[src/hdl/capture_writer.sv]
`timescale 1ns/1ns
`default_nettype none

module capture_writer #(
	parameter type payload_t = logic [31:0],
	parameter int addr_w = 6
) (
	input wire dspif,
	input wire rst,
	input wire clear,
	input wire stb,
	input wire payload_t data,
	output logic we,
	output logic [addr_w-1:0] addr,
	output payload_t wdata
);

	// address for the next write
	logic [addr_w-1:0] ptr;
	logic [addr_w-1:0] base;

	assign base = clear ? '0 : ptr;

	always_ff @(posedge dspif) begin
		if (rst) begin
			we <= 1'b0;
			addr <= '0;
			ptr <= '0;
		end else begin
			we <= stb;
			if (stb) begin
				addr <= base;
				// stick at the last entry once full
				ptr <= (&base) ? base : base + 1'b1;
			end else if (clear) begin
				ptr <= '0;
			end
		end
	end

	always_ff @(posedge dspif) begin
		if (stb) begin
			wdata <= data;
		end
	end

endmodule

`default_nettype wire

[config.mk]
export PLATFORM = sky130hd
export DESIGN_NAME = capture_writer
export DESIGN_NICKNAME = d
export VERILOG_FILES = /design/src/hdl/capture_writer.sv
export SDC_FILE = /design/constraint.sdc
export NUM_CORES = 1
export LEC_CHECK = 0
export BUFFER_PORTS_ARGS = -buffer_cell sky130_fd_sc_hd__buf_2
export CORE_ASPECT_RATIO = 1.2
export CORE_MARGIN = 3
export CORE_UTILIZATION = 41
export DETAILED_ROUTE_END_ITERATION = 7
export GPL_ROUTABILITY_DRIVEN = 1
export PLACE_DENSITY = 0.75
export REMOVE_ABC_BUFFERS = 1
export SYNTH_ARGS = -nofsm -noshare
export SYNTH_HDL_FRONTEND = slang
export SYNTH_SLANG_ARGS = --single-unit
[constraint.sdc]
create_clock -name dspif -period 1.35 [get_ports dspif]
set_clock_uncertainty 0.1 [all_clocks]
set_input_delay 0.135 -clock dspif [delete_from_list [all_inputs] [get_ports dspif]]
set_output_delay 0.135 -clock dspif [all_outputs]
set_load 0.005 [all_outputs]
==> flow_summary.toml <==
[global_route]
antenna_found_initial = 0
grt_pass1_wl_mm = 6.85
grt_max_degree = 26
gr-usage-all-layers_pct = 19.6
grt_pass1_vias = 1357
gr-total-overflow = 0

[power]
powerDensity_nw_per_um2 = 1200
leakagePower_nw = 1.10
ir_drop_mv = 0.646

[yosys]
yosys_warnings = 0
ys_types = 31
synth_area_sq_um = 1590
ys_ff_latch = 45
synth-edff-count = 32
synth_flop_cell = "edfxtp_1"
synth.avg_cell_area_sq_um = 16.5
synth-async-reset-ratio_pct = 0
synth_seq_area_share_pct = 77.0
syn_inst = 96

[worst_setup_path]
reg2reg_depth = 5
crit_type = "flop to flop"
cp_cell_sequence = "nor2b_4 > ha_4 > and3_4 > a21boi_4 > mux2_4"
required_ns = 1.44
worstSetupStartpointType = "flop"
cp.arrival_ns = 1.53
critPathMaxFanout = 3
r2r_slack_ns = -0.1
r2r-start = "ptr[0]$_SDFF_PP0_"
r2r-end = "ptr[0]$_SDFF_PP0_"
crit_path_end_kind = "flop"
worst_path_max_delay_cell = "dfxtp_2"
cp_slowest_stage_delay_ns = 0.33

[route]
drt-initial-drc-count = 54
dr.pass1.iters = 4
antenna_left = 0
vias_per_cell = 4.80
finalWirelength_mm = 4.33
dr_total_vias = 1287
wl_per_cell_um = 16.2
drc_errors = 0

[die]
rows = 24
pin_count = 75
core-area_sq_um = 3660
die_h_um = 74.1
die_area_sq_um = 4650
die_x_um = 62.8
initial_utilization_pct = 43.3

[status]
violations = "setup timing"
status = "complete, but fails checks"

[cts]
path_clk_slew_ns = 0.08
htree_levels = 2
cts_tree = "yes"
cts_buffers = 5
clock_latency_ns = 0.29
clockBufferDepth = 2
cts-root-buf = "clkbuf_8"
cts.sinks = 45

[sta]
slew_viol_final = 0
post-route-min-period_ns = 1.45
fmax_mhz = 690
slew_headroom_pct = 79.1
holdWs_ns = 0.0683
setup_violations = 4
grt_setup_unrepaired = "yes"
tns_ns = -0.218
fin_crit_sh_pct = 107
fin_ws_ns = -0.0984
tightestPinTransition_ns = 0.313
hold_viol_final = 0

[hold_path]
worstHoldPathType = "input pin to flop"
min_from = "rst"
whs_path_depth = 2
min_to = "addr[0]$_SDFFE_PP0P_"

[layout]
syn_to_final_growth_pct = 62.3
layout_commonest_cell = "buf_2"
nets = 252
layout_common_cells = "buf_2, dlygate4sd3_1, edfxtp_1"
layout-drive-gt1-share_pct = 47.7
post-route-util_pct = 70.2
diodes = 0

[placement]
placement.io_buffers = 74
gp_congestion = 0.767
dp_hpwl_mm = 2.53

[job]
cap_violations = 0
==> state kept, by name (all words and copies together), names as in the netlist <==
register,count
wdata,32
ptr,6
we,1
addr,6
==> through the flow <==
step | cell area (sq um) | total power [mW] | setup WS, ns | std cells
floorplan | 1560 | 1.66 | -0.162 | 93
global placement | 2050 | 1.83 | -0.160 | 227
detailed placement | 2050 | 1.83 | -0.215 | 227
CTS | 2560 | 3.10 | -0.101 | 268
global route | 2570 | 3.22 | -0.128 | 268
finish | 2570 | 3.10 | -0.0984 | 268
==> synthesized netlist by cell type, types with 2 or more instances <==
cell / n / area share [%]
nand2_1: 3 / 0.71
nand3_1: 2 / 0.63
nor2_1: 5 / 1.2
and2_1: 2 / 0.79
nor2b_1: 3 / 1.2
inv_1: 2 / 0.47
nand2b_1: 4 / 1.6
mux2i_1: 4 / 2.5
buf_6: 2 / 1.4
dfxtp_1: 13 / 16
edfxtp_1: 32 / 61
nand3b_1: 3 / 1.4
a21oi_1: 3 / 0.95
==> worst max-delay path: cells and delay by family, from the launching register on <==
| kind | cells | cell delay (ns) |
|---|---|---|
| AO/OA/AOI/OAI | 1 | 0.14 |
| multiplexers | 1 | 0.31 |
| AND/OR/NAND/NOR | 2 | 0.30 |
| adder cells (fa/ha/maj) | 1 | 0.16 |
| flip-flops | 1 | 0.33 |
==> cells by family (layout without fill, tap and decap cells) <==
| group | count (synthesis) | after routing | share of synthesized area (%) |
|---|---|---|---|
| muxes | 5 | 5 | 3.47 |
| AOI/OAI and AO/OA | 11 | 11 | 5.05 |
| DFF | 45 | 45 | 77.0 |
| and+or+nand+nor | 29 | 29 | 11.5 |
| buffers and inverters | 5 | 125 | 2.13 |
| adders and majority gates | 1 | 1 | 0.789 |
==> how the worst max path moves through the flow <==
stage / cells past startpoint / to / start
2_1_floorplan: 5 / ptr[0]$_SDFF_PP0_ / ptr[1]$_SDFF_PP0_
3_3_place_gp: 5 / ptr[0]$_SDFF_PP0_ / ptr[1]$_SDFF_PP0_
3_5_place_dp: 5 / ptr[0]$_SDFF_PP0_ / ptr[1]$_SDFF_PP0_
4_1_cts: 5 / ptr[0]$_SDFF_PP0_ / ptr[0]$_SDFF_PP0_
5_1_grt: 5 / ptr[0]$_SDFF_PP0_ / ptr[0]$_SDFF_PP0_
6_report: 5 / ptr[0]$_SDFF_PP0_ / ptr[0]$_SDFF_PP0_
==> cell type report <==
| cell class | count | area [sq um] |
|---|---|---|
| clock inverters | 3 | 68.8 |
| multi-input cells | 46 | 377 |
| clock buffers | 5 | 68.8 |
| repair buffers | 115 | 762 |
| well taps | 52 | 65.1 |
| fillers | 260 | 1090 |
| flip-flops and latches | 45 | 1220 |
| inverters | 2 | 7.51 |
==> what timing repair did <==
item / 4_1_cts / 5_1_grt
setup buffers: 1 / 0
hold endpoints to repair: 32 / 0
setup endpoints to repair: 6 / 6
gates cloned: 0 / 0
resized for setup: 10 / 3
hold buffers: 32 / 0
pin swaps: 3 / 2
==> per-layer routing <==
metal  track usage, %  wire, um  up-vias
li1                 -         -      595
met1             20.3      1650      616
met2             37.2      2260       68
met3             6.80       353        8
met4             6.86        70        0
met5                0         0        -
==> report_power, final <==
part	internal [mW]	switching [mW]	total [mW]
clock network	0.745	0.454	1.20
logic	0.179	0.125	0.303
registers	1.57	0.0264	1.60
(Power assumes the default switching activity.)
