## config.mk

```make
export PLATFORM = sky130hd
export DESIGN_NAME = shot_sequencer
export DESIGN_NICKNAME = d
export VERILOG_FILES = /design/src/hdl/dsp_cfg_pkg.sv /design/src/hdl/dsp_data_pkg.sv /design/src/hdl/shot_sequencer.sv
export SDC_FILE = /design/constraint.sdc
export NUM_CORES = 1
export LEC_CHECK = 0
export BUFFER_PORTS_ARGS = -buffer_cell sky130_fd_sc_hd__buf_2
export CAP_MARGIN = 20
export CORE_MARGIN = 2
export CORE_UTILIZATION = 25
export CTS_CLUSTER_SIZE = 25
export DETAILED_ROUTE_END_ITERATION = 12
export GPL_TIMING_DRIVEN = 0
export PLACE_DENSITY = 0.47
export SLEW_MARGIN = 10
export SYNTH_ARGS = -nofsm -noshare
export SYNTH_HDL_FRONTEND = slang
export SYNTH_SLANG_ARGS = --single-unit
```

## constraint.sdc

```tcl
create_clock -name dspif -period 2.8 [get_ports dspif]
set_input_delay 0.28 -clock dspif [delete_from_list [all_inputs] [get_ports dspif]]
set_output_delay 0.28 -clock dspif [all_outputs]
set_load 0.005 [all_outputs]
```

## src/hdl/dsp_cfg_pkg.sv

```systemverilog
`default_nettype none

package dsp_cfg_pkg;

	// pulse channels, one DAC output each
	localparam int n_ch = 2;

	// Q15 sample parts and accumulator parts
	localparam int sample_w = 16;
	localparam int acc_w = 32;

	// envelope table and pulse length
	localparam int env_addr_w = 8;
	localparam int len_w = 8;

	// programmed shot count
	localparam int shot_w = 16;

	// capture buffer depths, 64 and 8 entries
	localparam int acq_addr_w = 6;
	localparam int acc_addr_w = 3;

	// two multiplier stages plus the row adder
	localparam int xt_latency = 3;
	// two multiplier stages plus the accumulator register
	localparam int mac_latency = 3;

endpackage

`default_nettype wire

```

## src/hdl/dsp_data_pkg.sv

```systemverilog
`default_nettype none

package dsp_data_pkg;

	// complex sample, real part in the upper half
	typedef struct packed {
		logic signed [dsp_cfg_pkg::sample_w-1:0] re;
		logic signed [dsp_cfg_pkg::sample_w-1:0] im;
	} cplx_t;

	// Q15 matrix or mixer coefficient
	typedef struct packed {
		logic signed [dsp_cfg_pkg::sample_w-1:0] re;
		logic signed [dsp_cfg_pkg::sample_w-1:0] im;
	} coef_t;

	// per-shot complex sum
	typedef struct packed {
		logic signed [dsp_cfg_pkg::acc_w-1:0] re;
		logic signed [dsp_cfg_pkg::acc_w-1:0] im;
	} acc_t;

	// shot loop states
	typedef enum logic [2:0] {
		st_idle,
		st_start,
		st_proc_run,
		st_elem_busy,
		st_more_shot,
		st_done
	} seq_state_t;

endpackage

`default_nettype wire

```

## src/hdl/shot_sequencer.sv

```systemverilog
`timescale 1ns/1ns
`default_nettype none

module shot_sequencer (
	input wire dspif,
	input wire rst,
	input wire stb_start,
	input wire [dsp_cfg_pkg::shot_w-1:0] nshot,
	input wire [dsp_cfg_pkg::n_ch-1:0] core_done,
	input wire [dsp_cfg_pkg::n_ch-1:0] core_idle,
	input wire mac_idle,
	output logic core_start,
	output logic [dsp_cfg_pkg::shot_w-1:0] shot_cnt,
	output logic last_shot_done,
	output dsp_data_pkg::seq_state_t state
);
	import dsp_cfg_pkg::*;
	import dsp_data_pkg::*;

	seq_state_t next_state;
	logic [shot_w-1:0] nshot_q;
	logic [n_ch-1:0] done_seen;
	logic all_done;
	logic all_idle;
	logic last_shot;

	// a done strobe in this very cycle already counts
	assign all_done = &(done_seen | core_done);
	assign all_idle = (&core_idle) & mac_idle;
	assign last_shot = (shot_cnt == shot_w'(nshot_q - 1'b1));

	always_comb begin
		next_state = state;
		case (state)
			st_idle: begin
				next_state = stb_start ? st_start : st_idle;
			end
			st_start: begin
				next_state = st_proc_run;
			end
			st_proc_run: begin
				next_state = all_done ? st_elem_busy : st_proc_run;
			end
			// wait for the pipelines and the pending sum to drain
			st_elem_busy: begin
				next_state = all_idle ? st_more_shot : st_elem_busy;
			end
			st_more_shot: begin
				next_state = last_shot ? st_done : st_start;
			end
			st_done: begin
				next_state = st_idle;
			end
			default: begin
				next_state = st_idle;
			end
		endcase
	end

	always_ff @(posedge dspif) begin
		if (rst) begin
			state <= st_idle;
			core_start <= 1'b0;
			last_shot_done <= 1'b0;
			shot_cnt <= '0;
			nshot_q <= '0;
			done_seen <= '0;
		end else begin
			state <= next_state;
			// registered from the next state so they line up with it
			core_start <= (next_state == st_start);
			last_shot_done <= (next_state == st_done);
			if (state == st_idle && stb_start) begin
				nshot_q <= nshot;
				shot_cnt <= '0;
			end else if (state == st_more_shot) begin
				shot_cnt <= shot_cnt + 1'b1;
			end
			// sticky done bits, fresh for every shot
			if (state == st_start) begin
				done_seen <= '0;
			end else begin
				done_seen <= done_seen | core_done;
			end
		end
	end

endmodule

`default_nettype wire

```

==> qor.yml <==
drt_iter0_drc: 75
slowest_stage: "nor3b_2"
syn_nets: 284
synthCells: 258
period_share: 0.877
slew_headroom: 0.572
pwr-share-seq: 0.476
reg2reg_slack_ns: 0.34
slowest_delay_ns: 0.46
worst-endpoint-required_ns: 2.98
crit_end: "core_start$_SDFF_PP0_"
synth_warnings: 0
combPwrFrac: 0.192
synthTopCellsByArea: "dfxtp_1 38%, xor2_1 8.4%, nand2_1 8.3%"
drtPass1Iterations: 4
cp_cell_sequence: "inv_1, ha_1, nor3b_2, a21oi_1, or4_4, a2111oi_4, nand4_1, nor2b_1"
p_sw_uw: 365
antenna_cells: 0
die_w_um: 95.1
synth_edf_count: 0
fmax_mhz: 407
drive_above_1_share: 0.206
gp_congestion: 0.749
r2r-start: "nshot_q[0]$_SDFFE_PP0P_"
cp-end-kind: "register"
drc: 0
hold_buffers: 0
maxCapViolCount: 0
die_area_sq_um: 9050
grt_max_degree: 12
ant_nets: 0
core_sq_um: 8130
grt_pass1_vias: 1767
clkPwrFrac: 0.332
max-vdd-ir-drop_v: 0.000177
fin_util: 0.311
grt_pass1_wl_um: 8330
cts-resized-gates: 0
period_minus_slack_ns: 2.46
ys.flop_type: "dfxtp_1"
routed-via-count: 1889
hold_viol_final: 0
critPathTopFamily: "simple AND/OR/NAND/NOR gates"
clock_skew_ns: 0.00958
io_buffer_count: 44
setup_viol: 0
pre_cts_ws_ns: 0.345
reg2reg_depth: 8
clk_pin_slew_ns: 0.08
htreeDepth: 2
nets: 335
antenna_found_initial: 0
startpoint_type: "register"
rr_endpoint: "core_start$_SDFF_PP0_"
switching_share: 0.287
grt_overflow: 0
start_util: 0.255
ys_seq_area_frac: 0.376
leakage_uw: 0.00103
power_density_nw_per_um2: 504
cts_tree: "done"
rsz0062_at_grt: "false"
cp.depth: 8
synth_seq_cells: 39
yosysTopAreaCell: "dfxtp_1"
nFillCells: 894
viasPerCell: 4.55
syn_avg_cell_area_sq_um: 8.05
syn_to_final_growth_pct: 21.8
hpwl_um: 3930
fin_tns_setup_ns: 0
yosysMostFrequentCell: "nand2_1"
drt_wl_total_um: 5130
worstPathMaxFanout: 6
track_usage: 0.118
outcome: "finished clean"
setup_ws_ns: 0.343
cts_root_buf: "clkbuf_8"
synth_area_sq_um: 2080
slew_viol_final: 0
crit_buf_inv: 1
cts_setup_buffers: 0
internal_power_uw: 909
critPathKind: "reg2reg"
die_h_um: 95.1
synthTopCellsByCount: "46 x nand2_1, 39 x dfxtp_1, 26 x a21oi_1, 26 x nor2_1, 20 x xor2_1"
worstSkewPairLatency_ns: 0.29
io_pins: 45
yosys.cell_types.count: 48
hold_path.class: "in2reg"
async_flop_share: 0
yosys.area.top_type_share: 0.376
wire_per_inst_um: 12.4
tightest_slew_ns: 0.638
rows: 33
cp.arrival_ns: 2.64
crit_start: "nshot_q[0]$_SDFFE_PP0P_"
clock_sinks: 39
cts_max_path_buffers: 2
cts_buffers: 5
[kinds of logic after synthesis]
logic type               count (synthesis)  synth area share
XOR/XNOR                                32             0.135
flip-flops                              39             0.376
buffers and inverters                   18            0.0337
adder cells (fa/ha/maj)                  2            0.0121
multiplexers                             1           0.00482
AO/OA/AOI/OAI                           48             0.147
AND/OR/NAND/NOR                        118             0.291
[cells in the final DEF, fill, tap and decap left out, types with 2 or more instances in the layout]
master and instances:
o21ai_0 8, clkbuf_8 7, ha_1 2, nor4_2 2
nand4_1 8, nand3_1 3, nand2_1 46, o211ai_1 2
xnor2_1 12, buf_2 45, clkbuf_1 9, nor3_1 4
and3_1 7, nor2_1 26, nand2b_1 4, or3_1 3
inv_1 6, nor4_1 3, dfxtp_1 39, xor2_1 20
a21oi_1 26
[sequential cells by signal (all words and copies together) (netlist names)]
| signal | count |
|---|---|
| shot_cnt | 16 |
| nshot_q | 16 |
| core_start | 1 |
| last_shot_done | 1 |
| state | 3 |
| done_seen | 2 |
[worst min-delay path by stage]
stage | startpoint | to | slack (ns) | depth (start not counted)
2_1_floorplan | core_done[1] | done_seen[1]$_SDFF_PP0_ | 0.41 | 2
3_3_place_gp | done_seen[1]$_SDFF_PP0_ | done_seen[1]$_SDFF_PP0_ | 0.44 | 2
3_5_place_dp | done_seen[1]$_SDFF_PP0_ | done_seen[1]$_SDFF_PP0_ | 0.44 | 2
4_1_cts | nshot[2] | nshot_q[2]$_SDFFE_PP0P_ | 0.21 | 3
5_1_grt | nshot[10] | nshot_q[10]$_SDFFE_PP0P_ | 0.23 | 3
6_report | core_done[1] | done_seen[1]$_SDFF_PP0_ | 0.21 | 3
[metal layers]
| metal | share of wire | wire length [um] | GRT usage | vias up |
|---|---|---|---|---|
| li1 | - | - | - | 991 |
| met1 | 0.49 | 2500 | 0.150 | 864 |
| met2 | 0.46 | 2360 | 0.197 | 28 |
| met3 | 0.038 | 196 | 0.0285 | 6 |
| met4 | 0.014 | 74 | 0.0362 | 0 |
| met5 | 0 | 0 | 0 | - |
[power by group through the flow]
| stage | clock network (uW) | logic, uW | registers, uW |
|---|---|---|---|
| after CTS | 441 | 246 | 608 |
| after detailed placement | 0 | 245 | 621 |
| final | 423 | 244 | 607 |
| after global routing | 461 | 278 | 612 |
| after global placement | 0 | 242 | 620 |
| after floorplan | 0 | 184 | 614 |
[layout make-up]
cell class	count	area, sq um	area share
inverter	7	26.3	0.0104
clock buffer	8	100	0.0396
sequential	39	781	0.309
buffer	11	43.8	0.0173
timing repair buffer	44	220	0.0871
multi-input combinational	201	1220	0.485
tap	105	131	0.0520
[tightest hold or removal path, cell delays in order]
cell and delay (ns):
buf_2 0.08, nor2_1 0.04, nor2_1 0.08
[through the flow]
step                      total power, uW  cells  hold slack (ns)  instance area [sq um]
after floorplan                       798    258            0.410                   2080
after global placement                862    407            0.443                   2430
after detailed placement              866    407            0.445                   2430
after CTS                            1290    415            0.212                   2530
after global routing                 1350    415            0.225                   2530
final                                1270    415            0.215                   2530
Power figures use the tool's default switching activity.
