==> src/hdl/dsp_cfg_pkg.sv <==
`default_nettype none

package dsp_cfg_pkg;

	// pulse channels, one DAC output each
	localparam int n_ch = 2;

	// Q15 sample parts and accumulator parts
	localparam int sample_w = 16;
	localparam int acc_w = 32;

	// envelope table and pulse length
	localparam int env_addr_w = 8;
	localparam int len_w = 8;

	// programmed shot count
	localparam int shot_w = 16;

	// capture buffer depths, 64 and 8 entries
	localparam int acq_addr_w = 6;
	localparam int acc_addr_w = 3;

	// two multiplier stages plus the row adder
	localparam int xt_latency = 3;
	// two multiplier stages plus the accumulator register
	localparam int mac_latency = 3;

endpackage

`default_nettype wire

==> src/hdl/dsp_data_pkg.sv <==
`default_nettype none

package dsp_data_pkg;

	// complex sample, real part in the upper half
	typedef struct packed {
		logic signed [dsp_cfg_pkg::sample_w-1:0] re;
		logic signed [dsp_cfg_pkg::sample_w-1:0] im;
	} cplx_t;

	// Q15 matrix or mixer coefficient
	typedef struct packed {
		logic signed [dsp_cfg_pkg::sample_w-1:0] re;
		logic signed [dsp_cfg_pkg::sample_w-1:0] im;
	} coef_t;

	// per-shot complex sum
	typedef struct packed {
		logic signed [dsp_cfg_pkg::acc_w-1:0] re;
		logic signed [dsp_cfg_pkg::acc_w-1:0] im;
	} acc_t;

	// shot loop states
	typedef enum logic [2:0] {
		st_idle,
		st_start,
		st_proc_run,
		st_elem_busy,
		st_more_shot,
		st_done
	} seq_state_t;

endpackage

`default_nettype wire

==> src/hdl/cmplx_mult.sv <==
`timescale 1ns/1ns
`default_nettype none

module cmplx_mult (
	input wire dspif,
	input wire dsp_data_pkg::cplx_t a,
	input wire dsp_data_pkg::coef_t b,
	output dsp_data_pkg::cplx_t p
);
	import dsp_cfg_pkg::*;

	logic signed [2*sample_w-1:0] rr;
	logic signed [2*sample_w-1:0] ii;
	logic signed [2*sample_w-1:0] ri;
	logic signed [2*sample_w-1:0] ir;
	logic signed [2*sample_w:0] re_full;
	logic signed [2*sample_w:0] im_full;

	assign re_full = rr - ii;
	assign im_full = ri + ir;

	always_ff @(posedge dspif) begin
		// stage 1, partial products
		rr <= a.re * b.re;
		ii <= a.im * b.im;
		ri <= a.re * b.im;
		ir <= a.im * b.re;
		// stage 2, Q15 scaling keeps bits 30 to 15
		p.re <= re_full[2*sample_w-2:sample_w-1];
		p.im <= im_full[2*sample_w-2:sample_w-1];
	end

endmodule

`default_nettype wire

==> src/hdl/mix_accumulate.sv <==
`timescale 1ns/1ns
`default_nettype none

module mix_accumulate (
	input wire dspif,
	input wire rst,
	input wire dsp_data_pkg::cplx_t lo,
	input wire lo_valid,
	input wire lo_done,
	input wire dsp_data_pkg::cplx_t adc,
	output dsp_data_pkg::acc_t acc,
	output logic acc_stb,
	output logic idle
);
	import dsp_cfg_pkg::*;
	import dsp_data_pkg::*;

	cplx_t prod;
	acc_t sum_q;
	acc_t sum_next;
	// valid and done delayed by the multiplier latency
	logic [mac_latency-2:0] vld_d;
	logic [mac_latency-2:0] done_d;

	cmplx_mult mix_mult (
		.dspif(dspif),
		.a(lo),
		.b(coef_t'(adc)),
		.p(prod)
	);

	// running sum with the product leaving the multiplier now
	always_comb begin
		sum_next = sum_q;
		if (vld_d[mac_latency-2]) begin
			sum_next.re = sum_q.re + prod.re;
			sum_next.im = sum_q.im + prod.im;
		end
	end

	always_ff @(posedge dspif) begin
		if (rst) begin
			vld_d <= '0;
			done_d <= '0;
			sum_q <= '0;
			acc_stb <= 1'b0;
			idle <= 1'b1;
		end else begin
			vld_d <= {vld_d[mac_latency-3:0], lo_valid};
			done_d <= {done_d[mac_latency-3:0], lo_done};
			acc_stb <= done_d[mac_latency-2];
			// restart from zero once the shot sum is out
			sum_q <= done_d[mac_latency-2] ? '0 : sum_next;
			if (lo_valid) begin
				idle <= 1'b0;
			end else if (done_d[mac_latency-2]) begin
				idle <= 1'b1;
			end
		end
	end

	always_ff @(posedge dspif) begin
		if (done_d[mac_latency-2]) begin
			acc <= sum_next;
		end
	end

endmodule

`default_nettype wire

==> config.mk <==
export PLATFORM = sky130hd
export DESIGN_NAME = mix_accumulate
export DESIGN_NICKNAME = d
export VERILOG_FILES = /design/src/hdl/dsp_cfg_pkg.sv /design/src/hdl/dsp_data_pkg.sv /design/src/hdl/cmplx_mult.sv /design/src/hdl/mix_accumulate.sv
export SDC_FILE = /design/constraint.sdc
export NUM_CORES = 2
export LEC_CHECK = 0
export BUFFER_PORTS_ARGS = -buffer_cell sky130_fd_sc_hd__buf_4
export CAP_MARGIN = 15
export CORE_MARGIN = 3
export CORE_UTILIZATION = 47
export DETAILED_ROUTE_END_ITERATION = 7
export SYNTH_ARGS = -nofsm -noshare
export SYNTH_HDL_FRONTEND = slang
export SYNTH_SLANG_ARGS = --single-unit
export TNS_END_PERCENT = 5
==> constraint.sdc <==
create_clock -name dspif -period 8.5 [get_ports dspif]
set_clock_uncertainty 0.05 [all_clocks]
set_input_delay 0.85 -clock dspif [delete_from_list [all_inputs] [get_ports dspif]]
set_output_delay 0.85 -clock dspif [all_outputs]
set_load 0.01 [all_outputs]
==> run_results.csv <==
group,metric,value,unit
cells_and_area,finalNonFillerCells,6927,
min_path,min_path_type,"flop to flop",
logic_synthesis,synth_area,51500,um^2
clocking,clock_latency,560,ps
sta,slew_headroom,32.6,%
logic_synthesis,synthArstFlopShare,0,%
cells_and_area,nets,7027,
clocking,htree_levels,2,
worst_setup_path,critPathRequiredTime,8940,ps
logic_synthesis,synth-seq-area-share,12.5,%
worst_setup_path,path_delay_family,"adder cells",
worst_setup_path,slowest_delay,660,ps
clocking,cts_buffers,36,
floorplan,die_h,337,um
placed_design,hpwl,99600,um
run_status,status,"complete, no violations",
grt,grt_pass1_vias,39507,
logic_synthesis,syn_avg_cell_area,9.31,um^2
worst_setup_path,cp.arrival,7260,ps
worst_setup_path,path_class,"primary input to flop",
grt,grt.overflow.total,0,
sta,slew_violations,0,
worst_setup_path,cp_num_buf_inv,5,
worst_setup_path,reg2reg_slack,4960,ps
sta,setup-tns-final,0,ps
sta,rsz0062_at_grt,"false",
floorplan,core_area,108000,um^2
logic_synthesis,ys_warn_count,0,
logic_synthesis,synth_cell_type_count,76,
grt,track_usage,23.6,%
cells_and_area,syn2layout_area_growth,6.15,%
grt,grt_pass1_wl,211000,um
sta,setup_violations,0,
clocking,cts_hold_buf,0,
sta,worst_slew_pin_slew,1010,ps
sta,finalHoldViolCount,0,
floorplan,initial_core_util,47.7,%
clocking,cts_setup_buffers,0,
cells_and_area,fin_area,54700,um^2
cells_and_area,utilization,50.6,%
logic_synthesis,netlist_top_cells_area,"fa_1 (40%), ha_1 (11%), dfxtp_1 (8.8%)",
clocking,clkSinkCount,290,
detailed_routing,wirelength,128000,um
clocking,clock_path_buffers,3,
grt,grt_start_max_net_pins,83,
cells_and_area,fillCellCount,10095,
placed_design,post_dp_cell_area,53500,um^2
cells_and_area,drive_above_1_share,4.96,%
placed_design,numPlacedInstances,6858,
sta,finalCritPeriodShare,80.2,%
floorplan,fp.dieW,337,um
detailed_routing,dr.first_iter.drc_count,1969,
worst_setup_path,critical_path.slowest_cell,"clkinv_1",
worst_setup_path,cp-start-kind,"primary input",
detailed_routing,viasPerCell,5.23,
worst_setup_path,path_cells,"buf_4 > clkinv_1 > buf_4 > nor2_1 > fa_1 > fa_1 > fa_1 > fa_1 > fa_1 > inv_1 > fa_1 > inv_1 > ha_1 > a21o_1 > a21oi_1 > o21ai_0 > a22o_1 > a31oi_1 > nand2_1 > a31o_2 > a31oi_1 > xnor2_1",
worst_setup_path,crit_top_cell,"fa_1",
floorplan,die_area,114000,um^2
clocking,clkTransAtPathRegs,60,ps
grt,antenna_found_initial,10,
detailed_routing,vias,36209,
clocking,cts_root_buffer,"clkbuf_16",
logic_synthesis,synthesis.nets,7063,
detailed_routing,drt_first_pass_iters,8,
sta,timing.fmax,0.147,GHz
logic_synthesis,ys.flop_type,"dfxtp_1",
clocking,cts_tree,"built",
placed_design,routabilityCongestion,0.864,
clocking,post_cts_resized,0,
logic_synthesis,synth_seq_cells,290,
worst_setup_path,worstPathMaxFanout,15,
floorplan,rows,120,
logic_synthesis,synth_top_area_cell,"fa_1",
logic_synthesis,syn_inst,5529,
logic_synthesis,synth_top_area_share,39.9,%
placed_design,io_buffer_count,133,
job,cap_violations,0,
worst_setup_path,cp-end-kind,"flop",
logic_synthesis,synth_edf_count,64,
detailed_routing,final_antenna_net_count,0,
floorplan,ios,134,
sta,period_minus_slack,6810,ps
detailed_routing,wl_per_cell,18.4,um
detailed_routing,drc,0,
cell type report:
class	instances	area, um^2	share of cell area (%)
multi-input combinational	3832	39800	72.7
sequential	290	6450	11.8
inverter	1191	4470	8.18
tap	1403	1760	3.21
timing repair buffer	142	1070	1.95
clock buffer	49	990	1.81
clock inverter	16	160	0.293
antenna	4	10.0	0.0183
cell usage after synthesis, drive strengths merged (4+ instances only):
cell type     n
a2111oi       4
or3          12
o31ai         6
xnor2       154
inv        1189
o21a         30
clkbuf      213
a21oi       189
o21ai       107
a31oi        20
ha          440
a211oi       29
or2           6
a211o        10
nor4         10
nand4        17
dfxtp       226
o31a          7
mux2         42
nand2b       44
o211ai        9
nor3         43
and4          5
nand3        40
o22ai         4
a21o         87
nor2        158
edfxtp       64
a21boi        7
nand2       614
xor2         67
nor2b        29
and2        517
nor3b         5
and3         19
a221oi       10
fa         1026
mux2i         5
o21bai       22
a31o          9
layer usage:
metal / vias to the layer above / global-route usage [%] / share of wire [%]
li1: 16731 / - / -
met1: 18392 / 31.5 / 44
met2: 864 / 39.9 / 47
met3: 214 / 3.01 / 5.4
met4: 8 / 7.75 / 3.7
met5: - / 0 / 0.044
registers in the layout, summed over array words and instances, names as in the netlist:
signal / count
acc: 64
acc_stb: 1
done_d: 2
idle: 1
mix_mult.ii: 31
mix_mult.ir: 31
mix_mult.p: 32
mix_mult.ri: 31
mix_mult.rr: 31
sum_q: 64
vld_d: 2
layout by cell type (no fill, tap or decap), types with 42 or more instances in the layout:
cell / instances
and2_1: 517
inv_1: 1189
edfxtp_1: 64
a21o_1: 87
dfxtp_1: 224
fa_1: 1026
xor2_1: 67
ha_1: 440
mux2_2: 42
a21oi_1: 187
xnor2_1: 154
o21ai_0: 103
nor2_1: 157
nand2_1: 614
nor3_1: 43
nand2b_1: 44
buf_4: 142
cells by family after synthesis:
logic type                 count (synthesis)  synth area share (%)
xor gates and xnor gates                 221                  3.76
muxes                                     47                  1.02
AOI/OAI and AO/OA                        574                  7.23
DFF                                      290                  12.5
adders and majority gates               1466                  50.6
and+or+nand+nor                         1524                  14.6
buffers and inverters                   1407                  10.3
metrics by stage:
| stage | setup WS [ps] | hold slack [ps] |
|---|---|---|
| floorplan | 1800 | 364 |
| global placement | 1260 | 381 |
| detailed placement | 1140 | 378 |
| CTS | 1750 | 397 |
| global route | 1440 | 421 |
| finish | 1690 | 397 |
path summary, 6_finish.rpt:
check,from,endpoint,cells past startpoint
setup / recovery,adc[31],mix_mult.rr[30],22
hold / removal,vld_d[0],vld_d[1],1
setup reg to reg,mix_mult.p[31],sum_q[63],10
hold reg to reg,vld_d[0],vld_d[1],1
Power is not shown: default switching activity piles up to over one toggle a cycle in this logic, so the estimate is an artifact.
