===== src/hdl/dsp_cfg_pkg.sv =====
`default_nettype none

package dsp_cfg_pkg;

	// pulse channels, one DAC output each
	localparam int n_ch = 2;

	// Q15 sample parts and accumulator parts
	localparam int sample_w = 16;
	localparam int acc_w = 32;

	// envelope table and pulse length
	localparam int env_addr_w = 8;
	localparam int len_w = 8;

	// programmed shot count
	localparam int shot_w = 16;

	// capture buffer depths, 64 and 8 entries
	localparam int acq_addr_w = 6;
	localparam int acc_addr_w = 3;

	// two multiplier stages plus the row adder
	localparam int xt_latency = 3;
	// two multiplier stages plus the accumulator register
	localparam int mac_latency = 3;

endpackage

`default_nettype wire


===== src/hdl/dsp_data_pkg.sv =====
`default_nettype none

package dsp_data_pkg;

	// complex sample, real part in the upper half
	typedef struct packed {
		logic signed [dsp_cfg_pkg::sample_w-1:0] re;
		logic signed [dsp_cfg_pkg::sample_w-1:0] im;
	} cplx_t;

	// Q15 matrix or mixer coefficient
	typedef struct packed {
		logic signed [dsp_cfg_pkg::sample_w-1:0] re;
		logic signed [dsp_cfg_pkg::sample_w-1:0] im;
	} coef_t;

	// per-shot complex sum
	typedef struct packed {
		logic signed [dsp_cfg_pkg::acc_w-1:0] re;
		logic signed [dsp_cfg_pkg::acc_w-1:0] im;
	} acc_t;

	// shot loop states
	typedef enum logic [2:0] {
		st_idle,
		st_start,
		st_proc_run,
		st_elem_busy,
		st_more_shot,
		st_done
	} seq_state_t;

endpackage

`default_nettype wire


===== src/hdl/pulse_core.sv =====
`timescale 1ns/1ns
`default_nettype none

module pulse_core (
	input wire dspif,
	input wire rst,
	input wire start,
	input wire [dsp_cfg_pkg::len_w-1:0] pulse_len,
	output logic [dsp_cfg_pkg::env_addr_w-1:0] env_addr,
	input wire dsp_data_pkg::cplx_t env_data,
	output dsp_data_pkg::cplx_t sample,
	output logic valid,
	output logic done,
	output logic idle
);
	import dsp_cfg_pkg::*;

	logic [len_w-1:0] cnt;
	logic active;
	logic last_addr;

	assign last_addr = active && (cnt == len_w'(pulse_len - 1'b1));

	// sample counter drives the table address directly
	assign env_addr = env_addr_w'(cnt);

	// table data arrives one cycle after its address
	assign sample = valid ? env_data : '0;

	always_ff @(posedge dspif) begin
		if (rst) begin
			cnt <= '0;
			active <= 1'b0;
			valid <= 1'b0;
			done <= 1'b0;
			idle <= 1'b1;
		end else begin
			// one stage to match the table read latency
			valid <= active;
			done <= last_addr;
			if (start) begin
				cnt <= '0;
				active <= 1'b1;
			end else if (last_addr) begin
				cnt <= '0;
				active <= 1'b0;
			end else if (active) begin
				cnt <= cnt + 1'b1;
			end
			// busy until the last sample has gone out
			if (start) begin
				idle <= 1'b0;
			end else if (done) begin
				idle <= 1'b1;
			end
		end
	end

endmodule

`default_nettype wire


===== config.mk =====
export PLATFORM = sky130hd
export DESIGN_NAME = pulse_core
export DESIGN_NICKNAME = d
export VERILOG_FILES = /design/src/hdl/dsp_cfg_pkg.sv /design/src/hdl/dsp_data_pkg.sv /design/src/hdl/pulse_core.sv
export SDC_FILE = /design/constraint.sdc
export NUM_CORES = 1
export LEC_CHECK = 0
export ABC_AREA = 1
export BUFFER_PORTS_ARGS = -buffer_cell sky130_fd_sc_hd__buf_4
export CORE_MARGIN = 8
export CORE_UTILIZATION = 42
export DETAILED_ROUTE_END_ITERATION = 8
export HOLD_SLACK_MARGIN = 0.1
export PLACE_DENSITY_LB_ADDON = 0.15
export SYNTH_ARGS = -nofsm -noshare
export SYNTH_HDL_FRONTEND = slang
export SYNTH_SLANG_ARGS = --single-unit
export TNS_END_PERCENT = 100

===== constraint.sdc =====
create_clock -name dspif -period 3.1 [get_ports dspif]
set_input_delay 0.31 -clock dspif [delete_from_list [all_inputs] [get_ports dspif]]
set_output_delay 0.31 -clock dspif [all_outputs]
set_load 0.005 [all_outputs]

==> flow_summary.yaml, run 1 <==
global_routing:
  global_route.overflow_total: 0
  grt_first_pass_wirelength_um: 5560
  pin_count_of_the_biggest_net_entering_global_routing: 34
  first_global_vias: 1150
  number_of_antenna_violations_at_the_first_check_in_global_routing: 0
  grtUsageTotal_pct: 16.1
clock_tree:
  cts.clk_slew.worst_paths_ps: 70
  clockRootBuffer: "clkbuf_4"
  cts_num_sinks: 12
  post_cts.repair.setup_buffers: 0
  hold_buffers: 0
  cts.repair.resized: 0
  clk_path_buf_depth: 2
  cts_tree: "done"
  clock_latency_ps: 270
  cts_buffers: 3
  maximum_level_of_the_cts_h_tree: 1
power_and_ir_drop:
  irDropWorstVdd_mv: 0.364
  finalPower_mw: 0.426
  power-per-cell-area_mw_per_mm2: 244
  seq_power_share_pct: 40.1
  combPwrFrac_pct: 31.6
  p_switching_mw: 0.116
  power.static_leakage_nw: 1.15
  internal_power_mw: 0.309
  swShare_pct: 27.3
  share_clk_of_total_power_pct: 28.3
setup_path:
  crit_path_cell_trace: "nand2_1, inv_1, buf_4"
  critPathMaxStageDelay_ps: 990
  timing_worst_setup_path_type: "reg -> out"
  critical_path_capture_point_type: "output port"
  critPathMaxFanout: 33
  critPathTopFamily: "flip-flops"
  critical_path.startpoint_type: "flip-flop"
  timing.critical_path.required_ps: 2790
  worst_path_max_delay_cell: "dfxtp_1"
  cp_data_arrival_time_ps: 1610
  cp.buffers_inverters: 2
yosys:
  synth.largest_area_cell: "nand2_1"
  synth_enable_flop_cells: 0
  synth_commonest_cells: "nand2_1 (69), inv_1 (47), nor2_1 (25), dfxtp_1 (12), nand3_1 (11)"
  post_synth_instance_area_sq_mm: 0.00105
  ys_seq_elements: 12
  seq_area_frac_synth_pct: 22.9
  synth-async-reset-ratio_pct: 0
  mappedNetlistNets: 239
  syn-mean-instance-area_sq_um: 5.40
  synth-warning-count: 0
  ys_top_cells_by_area: "nand2_1 (25%), dfxtp_1 (23%), inv_1 (17%)"
  post_synthesis_instance_total: 194
  synth_largest_type_area_fraction_pct: 24.7
  post_synth_num_cell_types: 19
  yosysMostFrequentCell: "nand2_1"
  predominant_post_synthesis_flop_cell: "dfxtp_1"
placement:
  post_dp_cell_area_sq_mm: 0.00171
  routabilityCongestion: 0.860
  port_buffers: 85
  dp_hpwl_um: 3090
  numPlacedInstances: 305
  dpl_worst_slack_ps: 1420
route:
  via_count: 1315
  remaining_drc_errors: 0
  detail_route.vias_per_cell: 4.26
  totalWireLength_um: 3610
  number_of_drc_markers_in_iteration_0: 64
  detail-route-antenna-nets: 0
  drt_pre_antenna_iters: 4
  post_drt_wl_per_cell_um: 11.7
min_path:
  hold_class: "in -> reg"
finish:
  fill_cells: 233
  layout.cells.non_filler: 309
  area_of_the_multi_input_gates_sq_um: 607
  layout.cell_area.non_filler_sq_mm: 0.00174
  fin_util_pct: 72.3
  num_antenna_cells: 0
  sequential_cell_area_sq_um: 240
  flow.area_growth_from_synthesis_pct: 66.4
  design.final.nets: 325
  layout-drive-gt1-share_pct: 34.8
floorplanning:
  design.portCount: 86
  core_area_sq_mm: 0.00241
  initial_utilization_pct: 43.5
  die_h_um: 65.9
  die_area_sq_mm: 0.00435
  rows: 18
  dieWidth_um: 65.9
timing:
  grt_setup_unrepaired: "false"
  hold_violations: 0
  worstMarginPinSlew_ps: 1000
  upper_clock_frequency_limit_mhz: 520
  final_setup_viols: 0
  timing.max_slew.rel_slack_pct: 32.9
  fin_crit_ps: 1920
  final_layout_setup_total_negative_slack_ps: 0
  timing.hold.ws_ps: 227
  final_critical_path_setup_slack_ps: 1180
  fin_crit_sh_pct: 62.0
  report.final.slew_viol_count: 0
  finClkSkew_ps: 5.33
flow_run:
  cap_violations: 0
status:
  status: "complete, no violations"
-- worst reg2reg max path, cell delays in order, from the launching register on --
cell	delay [ps]
dfxtp_1	450
nor2_1	80
nor2_1	100
nand2_1	60
nor2_1	90
nand2_1	70
nor2_2	120
nand3_2	120
nand2_4	120
nor2_1	50
-- path summary, 6_finish.rpt --
kind                                  start           to  slack, ps  depth (start not counted)
worst max-delay path                  valid   sample[16]       1180                          3
worst min-delay path                    rst        valid        230                          2
worst max register to register  env_addr[0]  env_addr[3]       1740                          9
worst min register to register         done         idle        530                          2
-- layer usage --
layer / track usage (%) / vias up / wire (um)
li1: - / 727 / -
met1: 20.4 / 546 / 1580
met2: 26.2 / 38 / 1730
met3: 3.22 / 4 / 254
met4: 5.60 / 0 / 40
met5: 0 / - / 0
-- state kept, by name (all words and copies together), names as in the netlist --
name and flops:
env_addr 8, active 1, done 1, valid 1, idle 1
-- logic make-up after synthesis --
kind of cell / after synthesis / synth area share, %
muxes: 1 / 0.956
xor gates and xnor gates: 11 / 9.20
AOI/OAI and AO/OA: 2 / 0.955
DFF: 12 / 22.9
buffers and inverters: 53 / 19.1
and+or+nand+nor: 113 / 44.4
adders and majority gates: 2 / 2.39
-- power by group through the flow --
stage                     clock network [mW]  registers, mW  logic [mW]
after detailed placement                   0          0.174       0.136
final                                  0.120          0.171       0.134
after floorplan                            0          0.165      0.0582
after global placement                     0          0.174       0.134
after CTS                              0.124          0.170       0.136
after global routing                   0.132          0.173       0.151
-- layout by cell type (no fill, tap or decap), drive strengths merged --
master and count:
buf 85, nand2 70, inv 49, nor2 29
dfxtp 12, nand3 12, xor2 7, xnor2 4
clkbuf 4, ha 2, o21ai 2, nand4 1
nor3 1, mux2i 1
-- final cells by class --
| class | instances | area share [%] |
|---|---|---|
| clock buffers | 4 | 2.08 |
| inverters | 49 | 10.6 |
| multi-input cells | 129 | 34.8 |
| flip-flops and latches | 12 | 13.8 |
| well taps | 30 | 2.15 |
| repair buffers | 85 | 36.6 |
Power figures use the tool's default switching activity.
==> run 2, diff against run 1 <==
--- a/config.mk
+++ b/config.mk
@@ -8,7 +8,7 @@
 export ABC_AREA = 1
 export BUFFER_PORTS_ARGS = -buffer_cell sky130_fd_sc_hd__buf_4
 export CORE_MARGIN = 8
-export CORE_UTILIZATION = 42
+export CORE_UTILIZATION = 39
 export DETAILED_ROUTE_END_ITERATION = 8
 export HOLD_SLACK_MARGIN = 0.1
 export PLACE_DENSITY_LB_ADDON = 0.15
==> constraint.sdc (replaced) <==
create_clock -name dspif -period 1.9 [get_ports dspif]
set_input_delay 0.19 -clock dspif [delete_from_list [all_inputs] [get_ports dspif]]
set_output_delay 0.19 -clock dspif [all_outputs]
set_load 0.005 [all_outputs]
==> run 2 against run 1 <==
Cell area up 0.22%. First-iteration DRC count shrank 23%. Cell count increased by 0.32%. Core utilization decreased by 3.1 points. Sequential cell count unchanged. Critical path depth is 2 higher. Largest power group unchanged. Highest routed layer unchanged.
==> flow_summary.yaml, run 2 (same netlist as run 1, synthesis figures left out) <==
status:
  status: "complete, no violations"
setup_path:
  cp_data_arrival_time_ps: 1550
  crit_start: "env_addr[0]"
  cp.buffers_inverters: 0
  r2r-start: "env_addr[0]"
  worst-r2r-setup-slack_ps: 520
  crit_path_cell_trace: "ha_1, nand4_1, nor3_1, xnor2_1, nor2_1"
  timing.critical_path.required_ps: 2070
  critical_path.startpoint_type: "flip-flop"
  critPathMaxStageDelay_ps: 440
  critical_path_capture_point_type: "flip-flop"
  timing_worst_setup_path_type: "reg -> reg"
  critPathMaxFanout: 6
  worst-r2r-cell-count: 5
  cp-endpoint: "env_addr[6]"
  r2r_end: "env_addr[6]"
  worst_path_max_delay_cell: "dfxtp_1"
  critPathTopFamily: "simple AND/OR/NAND/NOR gates"
  timing.critical_path.depth: 5
route:
  number_of_drc_markers_in_iteration_0: 49
  detail_route.vias_per_cell: 4.32
  totalWireLength_um: 3580
  via_count: 1338
  post_drt_wl_per_cell_um: 11.6
  drt_pre_antenna_iters: 4
  detail-route-antenna-nets: 0
  remaining_drc_errors: 0
timing:
  final_layout_setup_total_negative_slack_ps: 0
  grt_setup_unrepaired: "false"
  upper_clock_frequency_limit_mhz: 724
  timing.max_slew.rel_slack_pct: 81.1
  report.final.slew_viol_count: 0
  timing.hold.ws_ps: 129
  hold_violations: 0
  final_setup_viols: 0
  fin_crit_ps: 1380
  worstMarginPinSlew_ps: 283
  finClkSkew_ps: 3.80
  fin_crit_sh_pct: 72.7
power_and_ir_drop:
  internal_power_mw: 0.464
  power.static_leakage_nw: 1.16
  seq_power_share_pct: 41.1
  power-per-cell-area_mw_per_mm2: 372
  swShare_pct: 28.5
  irDropWorstVdd_mv: 0.379
  share_clk_of_total_power_pct: 23.0
  p_switching_mw: 0.185
  combPwrFrac_pct: 35.9
finish:
  highest_count_cells_in_the_layout_ignoring_fill_and_taps: "buf_4 (86), nand2_1 (69), inv_1 (47)"
  sequential_cell_area_sq_um: 240
  largest_reg_flops: 8
  num_antenna_cells: 0
  design.final.nets: 327
  flow.area_growth_from_synthesis_pct: 66.8
  area_of_the_multi_input_gates_sq_um: 607
  fill_cells: 234
  layout-drive-gt1-share_pct: 34.6
  final_common_cell: "buf_4"
floorplanning:
  rows: 18
  dieWidth_um: 67.8
  core_area_sq_mm: 0.00252
  initial_utilization_pct: 41.5
  die_h_um: 67.8
  die_area_sq_mm: 0.00460
  design.portCount: 86
clock_tree:
  clockRootBuffer: "clkbuf_4"
  cts_buffers: 3
  clock_latency_ps: 270
  maximum_level_of_the_cts_h_tree: 1
  post_cts.repair.setup_buffers: 0
  cts_num_sinks: 12
  cts.clk_slew.worst_paths_ps: 70
  hold_buffers: 1
  cts_tree: "done"
  cts.repair.resized: 0
  clk_path_buf_depth: 2
min_path:
  hold_class: "in -> reg"
global_routing:
  grt_first_pass_wirelength_um: 5210
  grtUsageTotal_pct: 14.2
  pin_count_of_the_biggest_net_entering_global_routing: 34
  global_route.overflow_total: 0
  first_global_vias: 1193
  number_of_antenna_violations_at_the_first_check_in_global_routing: 0
placement:
  dp_hpwl_um: 3120
  port_buffers: 85
  routabilityCongestion: 0.913
flow_run:
  cap_violations: 0
run 2: changes by cell type in the layout (fill, tap and decap cells not counted):
cell           before  now
dlygate4sd3_1       0    1
clkbuf_8            1    0
buf_4              85   86
run 2: power groups by stage:
stage          logic (mW)  clock network, mW  registers [mW]
2_1_floorplan      0.0950                  0           0.269
3_3_place_gp        0.232                  0           0.273
3_5_place_dp        0.234                  0           0.273
4_1_cts             0.237              0.155           0.267
5_1_grt             0.262              0.170           0.267
6_report            0.233              0.149           0.267
run 2: cell type report:
| type | instances | share of cell area, % |
|---|---|---|
| well taps | 30 | 2.15 |
| flip-flops and latches | 12 | 13.8 |
| clock buffers | 3 | 1.29 |
| inverters | 49 | 10.5 |
| repair buffers | 87 | 37.5 |
| multi-input cells | 129 | 34.7 |
run 2: stage by stage:
stage          power [mW]  instance area (sq um)  utilization (%)  std cells  setup WS, ps
6_report            0.649                   1750             69.2        310           519
5_1_grt             0.700                   1750             69.2        310           390
4_1_cts             0.659                   1750             69.2        310           506
3_5_place_dp        0.507                   1710             68.0        306           340
3_3_place_gp        0.505                   1710             68.0        306           389
2_1_floorplan       0.364                   1050                -        194           562
run 2: worst min path at each step:
stage	from	endpoint	slack (ps)	depth (start not counted)
6_report	start	idle	130	2
5_1_grt	start	active	140	3
4_1_cts	start	idle	120	2
3_5_place_dp	rst	done	390	2
3_3_place_gp	rst	done	400	2
2_1_floorplan	rst	done	260	1
run 2: metal layers:
| metal | GRT usage [%] | vias up | routed length, um |
|---|---|---|---|
| met3 | 6.21 | 2 | 568 |
| met2 | 25.2 | 63 | 1710 |
| li1 | - | 725 | - |
| met5 | 0 | - | 0 |
| met1 | 15.8 | 548 | 1290 |
| met4 | 1.53 | 0 | 10 |
